`src/design/cdb_pkg.sv`:
```
package cdb_pkg;

  // requesters sharing the common result bus
  localparam int CDB_SOURCES = 2;

  // index 0 is the alu and index 1 the multiplier
  typedef logic [$clog2(CDB_SOURCES)-1:0] cdb_src_t;

endpackage

```
`src/design/core_types_pkg.sv`:
```
package core_types_pkg;

  // ****************************************
  // operand and tag widths
  // ****************************************

  typedef logic [5:0]  tag_t;   // physical register tag
  typedef logic [15:0] word_t;  // data word carried on every bus

  // ****************************************
  // opcodes per execution unit
  // ****************************************

  // low or high half of the unsigned 16x16 product
  typedef enum logic {
    mul_lo,
    mul_hi
  } mul_op_t;

  typedef enum logic [1:0] {
    alu_add,
    alu_sub,
    alu_and,
    alu_xor
  } alu_op_t;

  localparam int RS_DEPTH_DEFAULT = 8;

endpackage
```
`src/design/issue_top.sv`:
```
module issue_top #(
  parameter int alu_depth = core_types_pkg::RS_DEPTH_DEFAULT,
  parameter int mul_depth = core_types_pkg::RS_DEPTH_DEFAULT
) (
  input  logic                    clk,
  input  logic                    arst_n,
  input  logic                    flush,
  input  logic                    alu_disp,
  input  core_types_pkg::alu_op_t alu_op,
  input  core_types_pkg::tag_t    alu_dst,
  input  core_types_pkg::tag_t    alu_a_tag,
  input  core_types_pkg::word_t   alu_a_val,
  input  logic                    alu_a_rdy,
  input  core_types_pkg::tag_t    alu_b_tag,
  input  core_types_pkg::word_t   alu_b_val,
  input  logic                    alu_b_rdy,
  output logic                    alu_full,
  input  logic                    mul_disp,
  input  core_types_pkg::mul_op_t mul_op,
  input  core_types_pkg::tag_t    mul_dst,
  input  core_types_pkg::tag_t    mul_a_tag,
  input  core_types_pkg::word_t   mul_a_val,
  input  logic                    mul_a_rdy,
  input  core_types_pkg::tag_t    mul_b_tag,
  input  core_types_pkg::word_t   mul_b_val,
  input  logic                    mul_b_rdy,
  output logic                    mul_full,
  input  logic                    ext_wake_valid,
  input  core_types_pkg::tag_t    ext_wake_tag,
  input  core_types_pkg::word_t   ext_wake_data,
  output logic                    cdb_valid,
  output core_types_pkg::tag_t    cdb_tag,
  output core_types_pkg::word_t   cdb_data
);
  import core_types_pkg::*;
  import cdb_pkg::*;

  logic    alu_issue, alu_busy;
  alu_op_t alu_issue_op;
  tag_t    alu_issue_tag;
  word_t   alu_issue_a, alu_issue_b;
  logic    mul_issue, mul_busy;
  mul_op_t mul_issue_op;
  tag_t    mul_issue_tag;
  word_t   mul_issue_a, mul_issue_b;

  // bus requester 0 is the alu, 1 the multiplier
  wire [CDB_SOURCES-1:0] req;
  wire [CDB_SOURCES-1:0] grant;
  wire tag_t             res_tag  [CDB_SOURCES];
  wire word_t            res_data [CDB_SOURCES];

  reservation_station #(.depth(alu_depth), .op_t(alu_op_t)) u_alu_rs (
    .clk(clk), .arst_n(arst_n), .flush(flush),
    .disp(alu_disp), .disp_op(alu_op), .disp_tag(alu_dst),
    .disp_a_tag(alu_a_tag), .disp_b_tag(alu_b_tag),
    .disp_a_val(alu_a_val), .disp_b_val(alu_b_val),
    .disp_a_rdy(alu_a_rdy), .disp_b_rdy(alu_b_rdy),
    .wake_valid(cdb_valid), .ext_valid(ext_wake_valid),
    .wake_tag(cdb_tag), .ext_tag(ext_wake_tag),
    .wake_data(cdb_data), .ext_data(ext_wake_data),
    .unit_busy(alu_busy), .full(alu_full),
    .issue(alu_issue), .issue_op(alu_issue_op), .issue_tag(alu_issue_tag),
    .issue_a(alu_issue_a), .issue_b(alu_issue_b)
  );

  reservation_station #(.depth(mul_depth), .op_t(mul_op_t)) u_mul_rs (
    .clk(clk), .arst_n(arst_n), .flush(flush),
    .disp(mul_disp), .disp_op(mul_op), .disp_tag(mul_dst),
    .disp_a_tag(mul_a_tag), .disp_b_tag(mul_b_tag),
    .disp_a_val(mul_a_val), .disp_b_val(mul_b_val),
    .disp_a_rdy(mul_a_rdy), .disp_b_rdy(mul_b_rdy),
    .wake_valid(cdb_valid), .ext_valid(ext_wake_valid),
    .wake_tag(cdb_tag), .ext_tag(ext_wake_tag),
    .wake_data(cdb_data), .ext_data(ext_wake_data),
    .unit_busy(mul_busy), .full(mul_full),
    .issue(mul_issue), .issue_op(mul_issue_op), .issue_tag(mul_issue_tag),
    .issue_a(mul_issue_a), .issue_b(mul_issue_b)
  );

  alu_unit u_alu (
    .clk(clk), .arst_n(arst_n),
    .issue(alu_issue), .op(alu_issue_op), .tag(alu_issue_tag),
    .a(alu_issue_a), .b(alu_issue_b), .grant(grant[0]),
    .req(req[0]), .res_tag(res_tag[0]), .res_data(res_data[0]), .busy(alu_busy)
  );

  mul_unit u_mul (
    .clk(clk), .arst_n(arst_n),
    .issue(mul_issue), .op(mul_issue_op), .tag(mul_issue_tag),
    .a(mul_issue_a), .b(mul_issue_b), .grant(grant[1]),
    .req(req[1]), .res_tag(res_tag[1]), .res_data(res_data[1]), .busy(mul_busy)
  );

  cdb_arbiter u_arb (
    .clk(clk), .arst_n(arst_n),
    .req(req), .res_tag(res_tag), .res_data(res_data), .grant(grant),
    .cdb_valid(cdb_valid), .cdb_tag(cdb_tag), .cdb_data(cdb_data)
  );

endmodule

```
`src/design/cdb_arbiter.sv`:
```
module cdb_arbiter (
  input  logic                               clk,
  input  logic                               arst_n,
  input  logic [cdb_pkg::CDB_SOURCES-1:0]    req,
  input  core_types_pkg::tag_t               res_tag  [cdb_pkg::CDB_SOURCES],
  input  core_types_pkg::word_t              res_data [cdb_pkg::CDB_SOURCES],
  output logic [cdb_pkg::CDB_SOURCES-1:0]    grant,
  output logic                               cdb_valid,
  output core_types_pkg::tag_t               cdb_tag,
  output core_types_pkg::word_t              cdb_data
);
  import cdb_pkg::*;

  cdb_src_t ptr_q;  // first requester looked at this cycle
  cdb_src_t win;
  logic     found;

  always_comb begin
    cdb_src_t idx;
    grant = '0;
    win   = ptr_q;
    found = 1'b0;
    for (int k = 0; k < CDB_SOURCES; k++) begin
      idx = cdb_src_t'((int'(ptr_q) + k) % CDB_SOURCES);
      if (!found && req[idx]) begin
        found = 1'b1;
        win   = idx;
      end
    end
    if (found) grant[win] = 1'b1;
  end

  always_ff @(posedge clk or negedge arst_n) begin
    if (!arst_n) begin
      ptr_q     <= '0;
      cdb_valid <= 1'b0;
    end else begin
      cdb_valid <= found;
      if (found) ptr_q <= cdb_src_t'((int'(win) + 1) % CDB_SOURCES);  // past the winner
    end
  end

  always_ff @(posedge clk) begin
    if (found) begin
      cdb_tag  <= res_tag[win];
      cdb_data <= res_data[win];
    end
  end

endmodule

```
`src/design/alu_unit.sv`:
```
module alu_unit (
  input  logic                    clk,
  input  logic                    arst_n,
  input  logic                    issue,
  input  core_types_pkg::alu_op_t op,
  input  core_types_pkg::tag_t    tag,
  input  core_types_pkg::word_t   a,
  input  core_types_pkg::word_t   b,
  input  logic                    grant,
  output logic                    req,
  output core_types_pkg::tag_t    res_tag,
  output core_types_pkg::word_t   res_data,
  output logic                    busy
);
  import core_types_pkg::*;

  word_t result;
  logic  slot_valid;
  tag_t  slot_tag;
  word_t slot_data;

  always_comb begin
    case (op)
      alu_add: result = a + b;
      alu_sub: result = a - b;
      alu_and: result = a & b;
      alu_xor: result = a ^ b;
    endcase
  end

  // the slot may refill in the same cycle it is granted
  assign busy = slot_valid && !grant;

  always_ff @(posedge clk or negedge arst_n) begin
    if (!arst_n) slot_valid <= 1'b0;
    else if (issue) slot_valid <= 1'b1;
    else if (grant) slot_valid <= 1'b0;
  end

  always_ff @(posedge clk) begin
    if (issue) begin
      slot_tag  <= tag;
      slot_data <= result;
    end
  end

  assign req      = slot_valid;
  assign res_tag  = slot_tag;
  assign res_data = slot_data;

endmodule

```
`src/design/mul_unit.sv`:
```
module mul_unit (
  input  logic                    clk,
  input  logic                    arst_n,
  input  logic                    issue,
  input  core_types_pkg::mul_op_t op,
  input  core_types_pkg::tag_t    tag,
  input  core_types_pkg::word_t   a,
  input  core_types_pkg::word_t   b,
  input  logic                    grant,
  output logic                    req,
  output core_types_pkg::tag_t    res_tag,
  output core_types_pkg::word_t   res_data,
  output logic                    busy
);
  import core_types_pkg::*;

  logic        s1_valid;
  mul_op_t     s1_op;
  tag_t        s1_tag;
  word_t       s1_a;
  word_t       s1_b;
  logic [31:0] product;
  logic        slot_valid;
  tag_t        slot_tag;
  word_t       slot_data;
  logic        advance;

  assign product = 32'(s1_a) * 32'(s1_b);
  assign advance = s1_valid && (!slot_valid || grant);  // slot free or leaving now
  assign busy    = s1_valid && !advance;

  always_ff @(posedge clk or negedge arst_n) begin
    if (!arst_n) begin
      s1_valid   <= 1'b0;
      slot_valid <= 1'b0;
    end else begin
      if (issue) s1_valid <= 1'b1;
      else if (advance) s1_valid <= 1'b0;
      if (advance) slot_valid <= 1'b1;
      else if (grant) slot_valid <= 1'b0;
    end
  end

  always_ff @(posedge clk) begin
    if (issue) begin
      s1_op  <= op;
      s1_tag <= tag;
      s1_a   <= a;
      s1_b   <= b;
    end
    if (advance) begin
      slot_tag  <= s1_tag;
      slot_data <= (s1_op == mul_hi) ? product[31:16] : product[15:0];
    end
  end

  assign req      = slot_valid;
  assign res_tag  = slot_tag;
  assign res_data = slot_data;

endmodule

```
`src/design/reservation_station.sv`:
```
module reservation_station #(
  parameter int  depth = core_types_pkg::RS_DEPTH_DEFAULT,
  parameter type op_t  = core_types_pkg::alu_op_t
) (
  input  logic                  clk,
  input  logic                  arst_n,
  input  logic                  flush,
  input  logic                  disp,
  input  op_t                   disp_op,
  input  core_types_pkg::tag_t  disp_tag,
  input  core_types_pkg::tag_t  disp_a_tag,
  input  core_types_pkg::tag_t  disp_b_tag,
  input  core_types_pkg::word_t disp_a_val,
  input  core_types_pkg::word_t disp_b_val,
  input  logic                  disp_a_rdy,
  input  logic                  disp_b_rdy,
  input  logic                  wake_valid,
  input  logic                  ext_valid,
  input  core_types_pkg::tag_t  wake_tag,
  input  core_types_pkg::tag_t  ext_tag,
  input  core_types_pkg::word_t wake_data,
  input  core_types_pkg::word_t ext_data,
  input  logic                  unit_busy,
  output logic                  full,
  output logic                  issue,
  output op_t                   issue_op,
  output core_types_pkg::tag_t  issue_tag,
  output core_types_pkg::word_t issue_a,
  output core_types_pkg::word_t issue_b
);
  import core_types_pkg::*;

  localparam int idx_w = (depth > 1) ? $clog2(depth) : 1;

  logic [depth-1:0] valid_q;
  logic [depth-1:0] a_rdy_q;
  logic [depth-1:0] b_rdy_q;
  op_t              op_q    [depth];
  tag_t             dst_q   [depth];
  tag_t             a_tag_q [depth];
  tag_t             b_tag_q [depth];
  word_t            a_val_q [depth];
  word_t            b_val_q [depth];

  logic [depth-1:0] ready_vec;
  logic             sel_found;
  logic [idx_w-1:0] sel_idx;
  logic [idx_w-1:0] free_idx;
  logic             do_alloc;
  logic             a_rdy_in;
  logic             b_rdy_in;
  word_t            a_val_in;
  word_t            b_val_in;

  // a tag is woken by either the result bus or the external producers
  function automatic logic snoop_hit(input tag_t t);
    return (wake_valid && wake_tag == t) || (ext_valid && ext_tag == t);
  endfunction

  function automatic word_t snoop_data(input tag_t t);
    return (wake_valid && wake_tag == t) ? wake_data : ext_data;
  endfunction

  assign ready_vec = valid_q & a_rdy_q & b_rdy_q;
  assign full      = &valid_q;
  assign do_alloc  = disp && !full;  // a dispatch into a full station is lost

  // ****************************************
  // issue select and allocation
  // ****************************************

  // walking down leaves the lowest matching index behind
  always_comb begin
    sel_found = 1'b0;
    sel_idx   = '0;
    free_idx  = '0;
    for (int i = depth - 1; i >= 0; i--) begin
      if (ready_vec[i]) begin
        sel_found = 1'b1;
        sel_idx   = idx_w'(i);
      end
      if (!valid_q[i]) begin
        free_idx = idx_w'(i);
      end
    end
  end

  assign issue     = sel_found && !unit_busy;
  assign issue_op  = op_q[sel_idx];
  assign issue_tag = dst_q[sel_idx];
  assign issue_a   = a_val_q[sel_idx];
  assign issue_b   = b_val_q[sel_idx];

  // dispatch bypass, a source not ready yet may still be on a bus this cycle
  always_comb begin
    a_rdy_in = disp_a_rdy || snoop_hit(disp_a_tag);
    b_rdy_in = disp_b_rdy || snoop_hit(disp_b_tag);
    a_val_in = disp_a_rdy ? disp_a_val : snoop_data(disp_a_tag);
    b_val_in = disp_b_rdy ? disp_b_val : snoop_data(disp_b_tag);
  end

  // ****************************************
  // entry state
  // ****************************************

  always_ff @(posedge clk or negedge arst_n) begin
    if (!arst_n) begin
      valid_q <= '0;
    end else if (flush) begin
      valid_q <= '0;
    end else begin
      if (issue) valid_q[sel_idx] <= 1'b0;
      if (do_alloc) valid_q[free_idx] <= 1'b1;  // never the issuing entry
    end
  end

  always_ff @(posedge clk) begin
    for (int i = 0; i < depth; i++) begin
      if (valid_q[i] && !a_rdy_q[i] && snoop_hit(a_tag_q[i])) begin
        a_rdy_q[i] <= 1'b1;
        a_val_q[i] <= snoop_data(a_tag_q[i]);
      end
      if (valid_q[i] && !b_rdy_q[i] && snoop_hit(b_tag_q[i])) begin
        b_rdy_q[i] <= 1'b1;
        b_val_q[i] <= snoop_data(b_tag_q[i]);
      end
    end
    if (do_alloc) begin
      op_q[free_idx]    <= disp_op;
      dst_q[free_idx]   <= disp_tag;
      a_tag_q[free_idx] <= disp_a_tag;
      b_tag_q[free_idx] <= disp_b_tag;
      a_rdy_q[free_idx] <= a_rdy_in;
      b_rdy_q[free_idx] <= b_rdy_in;
      a_val_q[free_idx] <= a_val_in;
      b_val_q[free_idx] <= b_val_in;
    end
  end

endmodule

```
`config.mk`:
```
export PLATFORM = sky130hd
export DESIGN_NAME = issue_top
export DESIGN_NICKNAME = d
export VERILOG_FILES = /design/src/design/cdb_pkg.sv /design/src/design/core_types_pkg.sv /design/src/design/issue_top.sv /design/src/design/cdb_arbiter.sv /design/src/design/alu_unit.sv /design/src/design/mul_unit.sv /design/src/design/reservation_station.sv
export SDC_FILE = /design/constraint.sdc
export NUM_CORES = 2
export LEC_CHECK = 0
export ABC_AREA = 0
export BUFFER_PORTS_ARGS = -buffer_cell sky130_fd_sc_hd__buf_2
export CAP_MARGIN = 20
export CORE_MARGIN = 2
export CORE_UTILIZATION = 30
export DETAILED_ROUTE_END_ITERATION = 10
export PLACE_DENSITY = 0.53
export SLEW_MARGIN = 20
export SYNTH_ARGS = -nofsm -noshare
export SYNTH_HDL_FRONTEND = slang
export SYNTH_SLANG_ARGS = --single-unit
```
`constraint.sdc`:
```
create_clock -name clk -period 13.4 [get_ports clk]
set_input_delay 2.68 -clock clk [delete_from_list [all_inputs] [get_ports clk]]
set_output_delay 2.68 -clock clk [all_outputs]
set_load 0.01 [all_outputs]
```
==> metrics.yaml <==
cts_tree: "yes"
synthesis.area_sq_um: 63300
fin_nets: 6639
met3RoutedLength_um: 16700
finalCritPeriodShare_pct: 56.6
startpoint_type: "flip-flop"
wl_met2_um: 104000
place_congestion: 0.856
crit_type: "reg2reg"
overflow: 0
synth_seq_area_share_pct: 45.9
cap_violations: 0
fin_util_pct: 33.9
crit_arrival_ns: 8.04
routed_via_density: 5.33
synthArstFlopShare_pct: 2.14
drive_above_1_share_pct: 10.1
fp.coreArea_sq_um: 210000
die_area_sq_um: 215000
finalHoldWorstSlack_ns: 0.479
ys_warn_count: 0
max_freq_ghz: 0.132
grt_pass1_vias: 48085
post-cts-setup-buffer-count: 0
rows: 168
vias: 48328
postSynthAreaPerCell_sq_um: 10.1
pwr-share-seq_pct: 27.5
drtIter0Drc: 4727
rsz0062_at_grt: "no"
synth_fa_ha_area_share_pct: 8.85
switching_power_mw: 5.66
clockBufferDepth: 3
htreeDepth: 3
power_frac_clock_pct: 22.5
drc: 0
synth_nets: 6730
wl_per_cell_um: 25.1
die_w_um: 463
internal_power_mw: 8.06
track_usage_pct: 20.7
clk_pin_slew_ns: 0.06
status: "finished, final reports clean"
synth-compound-area-share_pct: 10.6
swShare_pct: 41.3
cp-end-kind: "flip-flop"
numCtsBuffers: 109
maxSlewHeadroom_pct: 21.8
synth-edff-count: 929
regArea_sq_um: 29100
fill_cells: 21225
grt_max_degree: 88
syn_inst: 6264
drv_slew: 0
placed_area_sq_um: 67400
ios: 160
hold_path.class: "reg2reg"
design_area_sq_um: 71100
fin_skew_ns: 0.0365
drt_wl_total_um: 228000
synth_flop_cell: "edfxtp_1"
antenna_found_initial: 17
power_leakage_nw: 24.2
initial_utilization_pct: 30.2
cts.sinks: 982
ys_types: 75
dp_hpwl_um: 142000
grt_pass1_wl_um: 331000
die_y_um: 463
critPathMaxFanout: 70
tightest_slew_ns: 1.17
post_cts_resized: 0
critPathRequiredTime_ns: 13.86
drtPass1Iterations: 6
p_per_area_nw_per_um2: 193
multi_input_area_sq_um: 31900
vdd_ir_drop_max_mv: 0.370
synthMuxAreaShare_pct: 10.3
finalSetupViolCount: 0
synth_top_family_by_area: "simple AND/OR/NAND/NOR gates"
wl_met1_um: 98100
port_buffers: 159
ctsHoldBuffers: 0
yosys.area_share.simple_pct: 13.0
syn2layout_area_growth_pct: 12.2
finalHoldViolCount: 0
cts_root_buffer: "clkbuf_16"
insertion_delay_ns: 0.76
top_layer_used: "met5"
ant_nets: 0
pwr-share-comb_pct: 49.9
setup_tns_ns: 0
fin_crit_ns: 7.59
synth_xor_area_share_pct: 6.72
ys_ff_latch: 982
[flip-flops by register name, summed over array words and instances (netlist names), 48 cells and up]
name / cells
u_mul_rs.a_val_q: 128
u_mul_rs.b_tag_q: 48
u_alu_rs.b_val_q: 128
u_alu_rs.dst_q: 48
u_alu_rs.b_tag_q: 48
u_mul_rs.a_tag_q: 48
u_mul_rs.dst_q: 48
u_alu_rs.a_val_q: 128
u_alu_rs.a_tag_q: 48
u_mul_rs.b_val_q: 128
[placed cells by master, fill, tap and decap left out, types with 16 or more instances in the layout]
master     synthesis  layout
nand2_1         1145    1143
edfxtp_1         929     929
mux2i_1          608     608
o21ai_0          532     501
a21oi_1          489     488
xnor2_1          256     256
inv_1            249     247
xor2_1           230     230
fa_1             195     195
nor2_1           197     193
buf_2             19     159
buf_4              3     154
ha_1             136     136
and2_1           123     123
clkbuf_16          0     111
nand4_1           76      76
o21ai_1           76      75
or4_1             64      64
o211ai_1          45      45
nor4_1            47      41
nor4_4             1      32
dfxtp_1           32      32
mux2_2            29      29
clkinv_2           0      28
nand3_1           28      26
o21ai_2            0      24
clkinv_1          11      23
dfrtp_1           21      21
nor3b_1           19      19
clkbuf_1         453      16
[worst paths after layout]
check | start | cells after the start | to | slack, ns
worst max-delay path | u_alu_rs.valid_q[0]$_DFF_PN0_ | 24 | u_alu.res_data[14]$_DFFE_PP_ | 5.81
worst min-delay path | u_mul.s1_valid$_DFFE_PN0P_ | 1 | u_mul.req$_DFFE_PN0P_ | 0.48
worst max register to register | u_alu_rs.valid_q[0]$_DFF_PN0_ | 24 | u_alu.res_data[14]$_DFFE_PP_ | 5.81
worst min register to register | u_mul.s1_valid$_DFFE_PN0P_ | 1 | u_mul.req$_DFFE_PN0P_ | 0.48
max in group asynchronous | arst_n | 1 | u_mul_rs.valid_q[0]$_DFF_PN0_ | 11.03
min in group asynchronous | arst_n | 1 | u_arb.ptr_q$_DFFE_PN0N_ | 1.93
[worst max-delay path: stages, from the launching register on]
cell and delay (ns):
dfrtp_1 0.51, nand3_2 0.19, nand2b_2 0.10, buf_4 0.47, nand2_1 0.10, buf_4 0.32
nor2_8 0.13, buf_4 0.76, buf_4 0.67, mux2_2 0.43, a2111oi_4 0.55, ha_1 0.21
o21ai_0 0.16, fa_1 0.51, a21o_1 0.19, a21oi_1 0.24, o21bai_1 0.11, a21oi_1 0.24
o21ba_2 0.17, o21ai_0 0.12, o41ai_1 0.44, o21bai_1 0.12, a21oi_1 0.19, xor2_1 0.16
a21oi_1 0.08
[area by class of cell]
class	instances	area share, %
clock buffers	130	4.05
well taps	2805	4.94
flip-flops and latches	982	40.9
inverters	260	1.39
diodes	5	0.0176
clock inverters	70	0.972
multi-input cells	4505	44.9
repair buffers	315	2.79
[synthesized netlist by cell type (45+ instances only)]
cell,n,area [sq um]
inv_1,249,935
or4_1,64,480
o21ai_0,532,2660
a21oi_1,489,2450
o21ai_1,76,380
clkbuf_1,453,1700
edfxtp_1,929,27900
o211ai_1,45,338
mux2i_1,608,6090
xor2_1,230,2010
ha_1,136,1700
and2_1,123,769
xnor2_1,256,2240
nand4_1,76,475
fa_1,195,3900
nor2_1,197,739
nand2_1,1145,4300
nor4_1,47,294
[per-layer routing]
metal,track usage [%],vias to the layer above
li1,-,21705
met1,28.2,24208
met2,33.0,2043
met3,2.69,356
met4,8.41,16
met5,0,-
[power groups by stage]
stage | clock network (mW) | logic (mW) | registers (mW)
after floorplan | 0 | 4.70 | 3.77
after global placement | 0 | 6.83 | 3.84
after detailed placement | 0 | 6.86 | 3.84
after CTS | 3.13 | 6.93 | 3.78
after global routing | 3.24 | 7.63 | 3.79
final | 3.09 | 6.85 | 3.78
[metrics by stage]
step	power [mW]	setup slack, ns	std cells
detailed placement	10.7	5.85	8866
CTS	13.8	5.80	9066
global placement	10.7	5.99	8866
floorplan	8.48	7.06	6264
global route	14.7	5.33	9068
finish	13.7	5.81	9072
[logic make-up after synthesis]
family	Yosys count
compound gates	1238
simple gates	1806
xor+xnor	486
mux	644
flops	982
fa+ha+maj	331
buf+inv	777
Power figures use the tool's default switching activity.
